### config.mk
export PLATFORM = sky130hd
export DESIGN_NAME = cpu_top
export DESIGN_NICKNAME = d
export VERILOG_FILES = /design/src/design/cpu_pkg.sv /design/src/design/id_ex_if.sv /design/src/design/ex_mem_if.sv /design/src/design/alu.sv /design/src/design/register_file.sv /design/src/design/decode_stage.sv /design/src/design/execute_stage.sv /design/src/design/mem_wb_stage.sv /design/src/design/cpu_top.sv
export SDC_FILE = /design/constraint.sdc
export NUM_CORES = 2
export LEC_CHECK = 0
export BUFFER_PORTS_ARGS = -buffer_cell sky130_fd_sc_hd__buf_2
export CORE_UTILIZATION = 35
export DETAILED_ROUTE_END_ITERATION = 16
export PLACE_DENSITY = 0.57
export SLEW_MARGIN = 10
export SYNTH_ARGS = -nofsm -noshare
export SYNTH_HDL_FRONTEND = slang
export SYNTH_SLANG_ARGS = --single-unit
export TNS_END_PERCENT = 10
### constraint.sdc
create_clock -name clk -period 8.8 [get_ports clk]
set_clock_uncertainty 0.15 [all_clocks]
set_input_delay 0.44 -clock clk [delete_from_list [all_inputs] [get_ports clk]]
set_output_delay 0.44 -clock clk [all_outputs]
set_load 0.05 [all_outputs]
### src/design/cpu_pkg.sv
package cpu_pkg;

   localparam int xlen       = 32;
   localparam int reg_addr_w = 5;
   localparam int num_regs   = 32;
   localparam int imm_w      = 16;
   localparam int op_w       = 6;

   // Depth of the carry-lookahead tree over xlen bits
   localparam int lac_levels = $clog2(xlen);

   // Primary opcodes
   localparam logic [op_w-1:0] op_rtype = 6'd0;
   localparam logic [op_w-1:0] op_xori  = 6'd1;
   localparam logic [op_w-1:0] op_subi  = 6'd2;
   localparam logic [op_w-1:0] op_addi  = 6'd3;
   localparam logic [op_w-1:0] op_ori   = 6'd12;
   localparam logic [op_w-1:0] op_andi  = 6'd15;
   localparam logic [op_w-1:0] op_lw    = 6'd30;
   localparam logic [op_w-1:0] op_sw    = 6'd31;

   // R-type function codes
   localparam logic [op_w-1:0] fn_xor = 6'd1;
   localparam logic [op_w-1:0] fn_sub = 6'd2;
   localparam logic [op_w-1:0] fn_add = 6'd3;
   localparam logic [op_w-1:0] fn_or  = 6'd4;
   localparam logic [op_w-1:0] fn_and = 6'd7;

   typedef logic [xlen-1:0]       word_t;
   typedef logic [reg_addr_w-1:0] reg_idx_t;

   // Upper three bits select the cell function, bit 0 is the carry-in
   typedef enum logic [3:0] {
      alu_xor = 4'b0000,
      alu_sub = 4'b0111,
      alu_add = 4'b0100,
      alu_or  = 4'b1000,
      alu_and = 4'b1100
   } alu_op_t;

   typedef struct packed {
      logic [op_w-1:0] opcode;
      reg_idx_t        rs;
      reg_idx_t        rt;
      reg_idx_t        rd;
      logic [4:0]      shamt;
      logic [op_w-1:0] funct;
   } rtype_t;

   typedef struct packed {
      logic [op_w-1:0]  opcode;
      reg_idx_t         rs;
      reg_idx_t         rt;
      logic [imm_w-1:0] imm;
   } itype_t;

   typedef union packed {
      rtype_t r;
      itype_t i;
   } instr_t;

   // Start index of one level inside the flattened lookahead tree vectors
   function automatic int lac_base(int level);
      return 2 * xlen - ((2 * xlen) >> level);
   endfunction

endpackage

### src/design/id_ex_if.sv
`timescale 1ns/1ps

interface id_ex_if;
   cpu_pkg::word_t    a_val;
   cpu_pkg::word_t    b_val;
   cpu_pkg::word_t    imm_val;
   logic              use_imm;
   cpu_pkg::alu_op_t  alu_op;
   cpu_pkg::reg_idx_t dest;
   logic              we;
   logic              load;
   logic              store;

   modport src (
      output a_val, b_val, imm_val, use_imm, alu_op,
      output dest, we, load, store
   );

   modport dst (
      input a_val, b_val, imm_val, use_imm, alu_op,
      input dest, we, load, store
   );
endinterface

### src/design/ex_mem_if.sv
`timescale 1ns/1ps

interface ex_mem_if;
   cpu_pkg::word_t    result;
   cpu_pkg::word_t    store_data;
   cpu_pkg::reg_idx_t dest;
   logic              we;
   logic              load;
   logic              store;

   modport src (
      output result, store_data, dest, we, load, store
   );

   modport dst (
      input result, store_data, dest, we, load, store
   );
endinterface

### src/design/alu.sv
`timescale 1ns/1ps

module alu (
   input  cpu_pkg::word_t   a,
   input  cpu_pkg::word_t   b,
   input  cpu_pkg::alu_op_t op,
   output cpu_pkg::word_t   y
);
   logic [2:0] sel;
   logic       cin;

   // Flattened tree where level l starts at lac_base(l) and holds xlen >> l groups
   logic [cpu_pkg::lac_base(cpu_pkg::lac_levels)-1:0] g_tree;
   logic [cpu_pkg::lac_base(cpu_pkg::lac_levels)-1:0] p_tree;
   logic [cpu_pkg::lac_base(cpu_pkg::lac_levels):0]   c_tree;

   assign {sel, cin} = op;

   // Per-bit cells with b inverted for subtraction
   for (genvar i = 0; i < cpu_pkg::xlen; i++) begin : g_cell
      logic b_in;
      logic c_in;

      assign b_in        = b[i] ^ sel[0];
      assign g_tree[i]   = a[i] & b_in;
      assign p_tree[i]   = a[i] ^ b_in;
      assign c_in        = sel[1] & c_tree[i];
      assign y[i] = !sel[2]              ? (p_tree[i] ^ c_in) :
                    (sel[1:0] == 2'b00) ? (a[i] | b[i]) :
                    (sel[1:0] == 2'b10) ? (a[i] & b[i]) : 1'b0;
   end

   // Upward pass builds group generate and propagate from pairs of the level below
   for (genvar l = 1; l < cpu_pkg::lac_levels; l++) begin : g_gp_level
      for (genvar j = 0; j < (cpu_pkg::xlen >> l); j++) begin : g_gp
         assign g_tree[cpu_pkg::lac_base(l) + j] =
            g_tree[cpu_pkg::lac_base(l-1) + 2*j + 1] |
            (p_tree[cpu_pkg::lac_base(l-1) + 2*j + 1] & g_tree[cpu_pkg::lac_base(l-1) + 2*j]);
         assign p_tree[cpu_pkg::lac_base(l) + j] =
            p_tree[cpu_pkg::lac_base(l-1) + 2*j + 1] & p_tree[cpu_pkg::lac_base(l-1) + 2*j];
      end
   end

   // Root carry is the operation's carry-in
   assign c_tree[cpu_pkg::lac_base(cpu_pkg::lac_levels)] = cin;

   // Downward pass hands each node's carry on to its two children
   for (genvar l = 0; l < cpu_pkg::lac_levels; l++) begin : g_c_level
      for (genvar j = 0; j < (cpu_pkg::xlen >> (l + 1)); j++) begin : g_c
         assign c_tree[cpu_pkg::lac_base(l) + 2*j] = c_tree[cpu_pkg::lac_base(l+1) + j];
         assign c_tree[cpu_pkg::lac_base(l) + 2*j + 1] =
            g_tree[cpu_pkg::lac_base(l) + 2*j] |
            (p_tree[cpu_pkg::lac_base(l) + 2*j] & c_tree[cpu_pkg::lac_base(l+1) + j]);
      end
   end

endmodule

### src/design/register_file.sv
`timescale 1ns/1ps

module register_file (
   input  logic              clk,
   input  logic              arst_n,
   input  cpu_pkg::reg_idx_t rs_idx,
   input  cpu_pkg::reg_idx_t rt_idx,
   input  logic              wb_we,
   input  cpu_pkg::reg_idx_t wb_dest,
   input  cpu_pkg::word_t    wb_data,
   output cpu_pkg::word_t    rs_val,
   output cpu_pkg::word_t    rt_val
);
   cpu_pkg::word_t regs [1:cpu_pkg::num_regs-1];

   // Write in the middle of the cycle so decode sees it before the next rising edge
   always_ff @(negedge clk or negedge arst_n) begin
      if (!arst_n) begin
         for (int i = 1; i < cpu_pkg::num_regs; i++) begin
            regs[i] <= '0;
         end
      end else if (wb_we && (wb_dest != '0)) begin
         regs[wb_dest] <= wb_data;
      end
   end

   assign rs_val = (rs_idx == '0) ? '0 : regs[rs_idx];
   assign rt_val = (rt_idx == '0) ? '0 : regs[rt_idx];

   // Read port shows a write before the next rising edge and register 0 stays zero
   a_write_visible: assert property (
      @(posedge clk) disable iff (!arst_n)
         (wb_we && (rs_idx == wb_dest)) |->
            (rs_val == ((wb_dest == '0) ? '0 : wb_data))
   );

endmodule

### src/design/decode_stage.sv
`timescale 1ns/1ps

module decode_stage (
   input  logic              clk,
   input  logic              arst_n,
   input  cpu_pkg::word_t    instr,
   input  cpu_pkg::word_t    rs_val,
   input  cpu_pkg::word_t    rt_val,
   output cpu_pkg::reg_idx_t rs_idx,
   output cpu_pkg::reg_idx_t rt_idx,
   id_ex_if.src              ex
);
   cpu_pkg::instr_t   if_id;
   cpu_pkg::alu_op_t  dec_op;
   cpu_pkg::word_t    dec_imm;
   cpu_pkg::reg_idx_t dec_dest;
   logic              dec_use_imm;
   logic              dec_we;
   logic              dec_load;
   logic              dec_store;

   // IF/ID register clears to an R-type word with funct 0 that decodes as a bubble
   always_ff @(posedge clk or negedge arst_n) begin
      if (!arst_n) begin
         if_id <= '0;
      end else begin
         if_id <= instr;
      end
   end

   assign rs_idx = if_id.r.rs;
   assign rt_idx = if_id.r.rt;

   assign dec_imm = {{(cpu_pkg::xlen - cpu_pkg::imm_w){if_id.i.imm[cpu_pkg::imm_w-1]}},
                     if_id.i.imm};

   always_comb begin
      dec_op      = cpu_pkg::alu_add;
      dec_use_imm = 1'b0;
      dec_dest    = if_id.i.rt;
      dec_we      = 1'b0;
      dec_load    = 1'b0;
      dec_store   = 1'b0;
      if (if_id.r.opcode == cpu_pkg::op_rtype) begin
         dec_dest = if_id.r.rd;
         dec_we   = 1'b1;
         case (if_id.r.funct)
            cpu_pkg::fn_xor: dec_op = cpu_pkg::alu_xor;
            cpu_pkg::fn_sub: dec_op = cpu_pkg::alu_sub;
            cpu_pkg::fn_add: dec_op = cpu_pkg::alu_add;
            cpu_pkg::fn_or:  dec_op = cpu_pkg::alu_or;
            cpu_pkg::fn_and: dec_op = cpu_pkg::alu_and;
            default:         dec_we = 1'b0;
         endcase
      end else begin
         // Immediate forms and memory ops all take rt as destination
         dec_use_imm = 1'b1;
         dec_we      = 1'b1;
         case (if_id.i.opcode)
            cpu_pkg::op_xori: dec_op = cpu_pkg::alu_xor;
            cpu_pkg::op_subi: dec_op = cpu_pkg::alu_sub;
            cpu_pkg::op_addi: dec_op = cpu_pkg::alu_add;
            cpu_pkg::op_ori:  dec_op = cpu_pkg::alu_or;
            cpu_pkg::op_andi: dec_op = cpu_pkg::alu_and;
            cpu_pkg::op_lw:   dec_load = 1'b1;
            cpu_pkg::op_sw: begin
               dec_store = 1'b1;
               dec_we    = 1'b0;
            end
            default: dec_we = 1'b0;
         endcase
      end
   end

   // ID/EX control bits
   always_ff @(posedge clk or negedge arst_n) begin
      if (!arst_n) begin
         ex.we    <= 1'b0;
         ex.load  <= 1'b0;
         ex.store <= 1'b0;
      end else begin
         ex.we    <= dec_we;
         ex.load  <= dec_load;
         ex.store <= dec_store;
      end
   end

   // ID/EX operands
   always_ff @(posedge clk) begin
      ex.a_val   <= rs_val;
      ex.b_val   <= rt_val;
      ex.imm_val <= dec_imm;
      ex.use_imm <= dec_use_imm;
      ex.alu_op  <= dec_op;
      ex.dest    <= dec_dest;
   end

   // A store reaching execute must neither load nor write back
   a_store_exclusive: assert property (
      @(posedge clk) disable iff (!arst_n)
         ex.store |-> (!ex.load && !ex.we)
   );

endmodule

### src/design/execute_stage.sv
`timescale 1ns/1ps

module execute_stage (
   input logic   clk,
   input logic   arst_n,
   id_ex_if.dst  id,
   ex_mem_if.src mem
);
   cpu_pkg::word_t op_b;
   cpu_pkg::word_t alu_y;

   assign op_b = id.use_imm ? id.imm_val : id.b_val;

   alu alu_i (
      .a  (id.a_val),
      .b  (op_b),
      .op (id.alu_op),
      .y  (alu_y)
   );

   // EX/MEM control bits
   always_ff @(posedge clk or negedge arst_n) begin
      if (!arst_n) begin
         mem.we    <= 1'b0;
         mem.load  <= 1'b0;
         mem.store <= 1'b0;
      end else begin
         mem.we    <= id.we;
         mem.load  <= id.load;
         mem.store <= id.store;
      end
   end

   // Result doubles as the data address for lw and sw
   always_ff @(posedge clk) begin
      mem.result     <= alu_y;
      mem.store_data <= id.b_val;
      mem.dest       <= id.dest;
   end

endmodule

### src/design/mem_wb_stage.sv
`timescale 1ns/1ps

module mem_wb_stage (
   input  logic              clk,
   input  logic              arst_n,
   input  cpu_pkg::word_t    load_data,
   ex_mem_if.dst             mem,
   output logic              wb_we,
   output cpu_pkg::reg_idx_t wb_dest,
   output cpu_pkg::word_t    wb_data
);

   always_ff @(posedge clk or negedge arst_n) begin
      if (!arst_n) begin
         wb_we <= 1'b0;
      end else begin
         wb_we <= mem.we;
      end
   end

   // Memory answers within the cycle, so load data is taken at the same edge
   always_ff @(posedge clk) begin
      wb_data <= mem.load ? load_data : mem.result;
      wb_dest <= mem.dest;
   end

   a_load_data_known: assert property (
      @(posedge clk) disable iff (!arst_n)
         mem.load |-> !$isunknown(load_data)
   );

endmodule

### src/design/cpu_top.sv
`timescale 1ns/1ps

module cpu_top (
   input  logic           clk,
   input  logic           arst_n,
   input  cpu_pkg::word_t instr,
   input  cpu_pkg::word_t load_data,
   output cpu_pkg::word_t data_addr,
   output cpu_pkg::word_t store_data,
   output logic           load_en,
   output logic           store_en
);
   cpu_pkg::reg_idx_t rs_idx;
   cpu_pkg::reg_idx_t rt_idx;
   cpu_pkg::word_t    rs_val;
   cpu_pkg::word_t    rt_val;
   logic              wb_we;
   cpu_pkg::reg_idx_t wb_dest;
   cpu_pkg::word_t    wb_data;

   id_ex_if  id_ex_bus ();
   ex_mem_if ex_mem_bus ();

   decode_stage decode_stage_i (
      .clk    (clk),
      .arst_n (arst_n),
      .instr  (instr),
      .rs_val (rs_val),
      .rt_val (rt_val),
      .rs_idx (rs_idx),
      .rt_idx (rt_idx),
      .ex     (id_ex_bus.src)
   );

   register_file register_file_i (
      .clk     (clk),
      .arst_n  (arst_n),
      .rs_idx  (rs_idx),
      .rt_idx  (rt_idx),
      .wb_we   (wb_we),
      .wb_dest (wb_dest),
      .wb_data (wb_data),
      .rs_val  (rs_val),
      .rt_val  (rt_val)
   );

   execute_stage execute_stage_i (
      .clk    (clk),
      .arst_n (arst_n),
      .id     (id_ex_bus.dst),
      .mem    (ex_mem_bus.src)
   );

   mem_wb_stage mem_wb_stage_i (
      .clk       (clk),
      .arst_n    (arst_n),
      .load_data (load_data),
      .mem       (ex_mem_bus.dst),
      .wb_we     (wb_we),
      .wb_dest   (wb_dest),
      .wb_data   (wb_data)
   );

   // Data memory side is driven straight from the EX/MEM register
   assign data_addr  = ex_mem_bus.result;
   assign store_data = ex_mem_bus.store_data;
   assign load_en    = ex_mem_bus.load;
   assign store_en   = ex_mem_bus.store;

endmodule

==> impl_metrics.csv <==
group,metric,value,unit
logic_synthesis,synth.top_cell.area_share,0.408,
drt,viasPerCell,5.72,
cts,insertion_delay,780,ps
layout,fin_nets,4035,
die,rows,152,
cts,cts_hold_buf,64,
logic_synthesis,yosysSeqAreaShare,0.488,
die,io_pins,132,
logic_synthesis,syn-cell-area,0.0609,mm^2
min_path,hold_class,"input pin to asynchronous set/reset pin",
pwr,p_comb_frac,0.148,
logic_synthesis,synth-async-reset-ratio,0.841,
cts,path_clk_slew,60,ps
layout,stdcell_area,0.0691,mm^2
pwr,vdd_drop_max,0.000204,V
layout,final-seq-area,0.0297,mm^2
sta,holdWs,35.6,ps
sta,hold_violations,0,
critical_path,critPathKind,"register to register",
drt,routed_wl,184000,um
logic_synthesis,synthesis.nets,3989,
sta,slew_headroom,0.129,
pwr,pwr-share-seq,0.468,
drt,vias,36371,
die,die_w,419,um
critical_path,required,4800,ps
pwr,netSwitchingPower,4170,uW
logic_synthesis,synth_seq_cells,1226,
sta,layout_setup_ws,1550,ps
drt,drtIter0Drc,2682,
status,status,"complete, no violations",
placed_design,dp_hpwl,108000,um
placed_design,routabilityCongestion,0.806,
logic_synthesis,synthTopCellsByArea,"dfrtn_1 41%, mux2_2 21%, mux4_2 21%, dfxtp_1 6.4%, dfrtp_1 1.6%",
logic_synthesis,yosysMostFrequentCell,"mux2_2",
cts,cts.repair.resized,0,
pwr,swShare,0.281,
layout,fillers,15652,
critical_path,end_kind,"register",
logic_synthesis,synth_enable_flop_cells,0,
layout,multiInputGateArea,0.0297,mm^2
cts,cts_root_buf,"clkbuf_16",
sta,setup_viol,0,
drt,drt_first_pass_iters,5,
global_routing,grt_util_all_layers,0.212,
global_routing,grt_pass1_wl,271000,um
sta,fin_setup_tns,0,ps
cts,postCtsSetupRepairBufs,0,
die,initial_core_util,0.354,
logic_synthesis,syn-mean-instance-area,15.6,um^2
die,core,0.172,mm^2
cts,cts_made_buffers,136,
logic_synthesis,synthDistinctLibCells,64,
die,die-area,0.176,mm^2
cts,cts-htree-levels,4,
logic_synthesis,synth_common_cells,"1150 x mux2_2, 992 x dfrtn_1, 569 x mux4_2, 239 x clkbuf_1, 195 x dfxtp_1",
drt,wire_per_inst,29.0,um
critical_path,reg2reg_from,"mem_wb_stage_i.wb_dest[4]",
sta,rsz0062_at_grt,"false",
run,drv_cap,0,
critical_path,worstSetupStartpointType,"register",
global_routing,antenna_found_initial,12,
drt,ant_nets,0,
die,die_y,419,um
global_routing,grt_pass1_vias,37795,
layout,final_util,0.402,
placed_design,place_ws,1660,ps
sta,slew_viol_final,0,
critical_path,reg2reg_depth,4,
logic_synthesis,synth_ff_type,"dfrtn_1",
drt,drc,0,
critical_path,worstPathMaxFanout,24,
logic_synthesis,yosysTopAreaCell,"dfrtn_1",
cts,clkSinkCount,1226,
pwr,power_density,214,mW/mm^2
pwr,power_frac_clock,0.384,
placed_design,port_buffers,131,
placed_design,place_area,0.0641,mm^2
pwr,p_leak,0.0309,uW
cts,cts_tree,"built",
cts,clockBufferDepth,3,
layout,drive_above_1_share,0.547,
critical_path,rrSetupSlack,1550,ps
pwr,p_int,10600,uW
global_routing,grt_max_degree,122,
logic_synthesis,yosysWarnings,0,
layout,syn_to_final_growth,13.6,%
critical_path,timing.rr.end,"register_file_i.regs[975]",
critical_path,worstPathArrival,3250,ps
global_routing,grt-ovfl-total,0,
sta,worstMarginPinSlew,1300,ps
logic_synthesis,synthCells,3892,
## power groups by stage
stage / combinational, uW / clock [uW] / sequential, uW
finish: 2190 / 5690 / 6930
detailed placement: 2170 / 0 / 7020
CTS: 2200 / 5820 / 6930
global route: 2340 / 6040 / 7030
global placement: 2150 / 0 / 7000
floorplan: 1530 / 0 / 6800
## through the flow
stage                     power [uW]  cells
final                          14800   6355
after global routing           15400   6353
after CTS                      14900   6353
after detailed placement        9190   6046
after global placement          9150   6046
after floorplan                 8330   3892
## layout make-up
cell class              instances  area share
diodes                          2   0.0000724
clock buffers                 210      0.0589
clock inverters                33     0.00463
inverters                      24     0.00130
multi-input cells            2258       0.430
flip-flops and latches       1226       0.430
well taps                    2310      0.0418
repair buffers                292      0.0331
## sequential cells by signal, indices dropped and copies added (netlist names)
name and count:
decode_stage_i.ex.a_val 32, decode_stage_i.ex.alu_op 3, decode_stage_i.ex.b_val 32, decode_stage_i.ex.dest 5, decode_stage_i.ex.imm_val 16, decode_stage_i.ex.load 1, decode_stage_i.ex.store 1, decode_stage_i.ex.use_imm 1
decode_stage_i.ex.we 1, decode_stage_i.if_id 32, execute_stage_i.mem.dest 5, execute_stage_i.mem.load 1, execute_stage_i.mem.result 32, execute_stage_i.mem.store 1, execute_stage_i.mem.store_data 32, execute_stage_i.mem.we 1
mem_wb_stage_i.wb_data 32, mem_wb_stage_i.wb_dest 5, mem_wb_stage_i.wb_we 1, register_file_i.regs 992
## kinds of logic (layout without fill, tap and decap cells)
logic type               Yosys count  in the layout  share of synthesized area
other                              0              2                          0
buffers and inverters            408            559                     0.0275
AO/OA/AOI/OAI                    237            237                     0.0271
flip-flops                      1226           1226                      0.488
multiplexers                    1742           1742                      0.427
adder cells (fa/ha/maj)           36             36                    0.00720
XOR/XNOR                          64             64                    0.00921
AND/OR/NAND/NOR                  179            179                     0.0137
## metal layers
| metal | routed length (um) | part of all wire | vias to the layer above | track usage |
|---|---|---|---|---|
| met5 | 28 | 0.00015 | - | 0 |
| met4 | 5890 | 0.032 | 4 | 0.0714 |
| met3 | 11000 | 0.060 | 298 | 0.0435 |
| met2 | 87400 | 0.47 | 1079 | 0.337 |
| met1 | 80100 | 0.43 | 19914 | 0.288 |
| li1 | - | - | 15076 | - |
## critical path: stages (launching register included)
cell	delay [ps]
dfxtp_1	380
nor3_1	460
nand2_2	860
buf_4	480
mux2_2	280
## worst max path at each step
stage	endpoint	slack, ps	from
after floorplan	register_file_i.regs[161]	2370	mem_wb_stage_i.wb_we
after global placement	register_file_i.regs[973]	1650	mem_wb_stage_i.wb_dest[4]
after detailed placement	register_file_i.regs[494]	1660	mem_wb_stage_i.wb_we
after CTS	register_file_i.regs[502]	1570	mem_wb_stage_i.wb_we
after global routing	register_file_i.regs[978]	1480	mem_wb_stage_i.wb_dest[3]
final	register_file_i.regs[975]	1550	mem_wb_stage_i.wb_dest[4]
## cell usage in the layout, fill, tap and decap left out, types with 25 or more instances in the layout
cell / instances
dfrtn_1: 992
ha_1: 31
buf_2: 130
a21oi_1: 68
dlygate4sd3_1: 64
buf_4: 77
clkbuf_16: 143
a22o_1: 58
mux4_2: 569
mux2_2: 1150
o22ai_1: 25
dfxtp_1: 190
xor2_1: 28
nor2_1: 37
xnor2_1: 36
dfrtp_1: 28
clkbuf_1: 43
nand2_1: 49
Note: power is estimated with default switching activity, not from simulation.
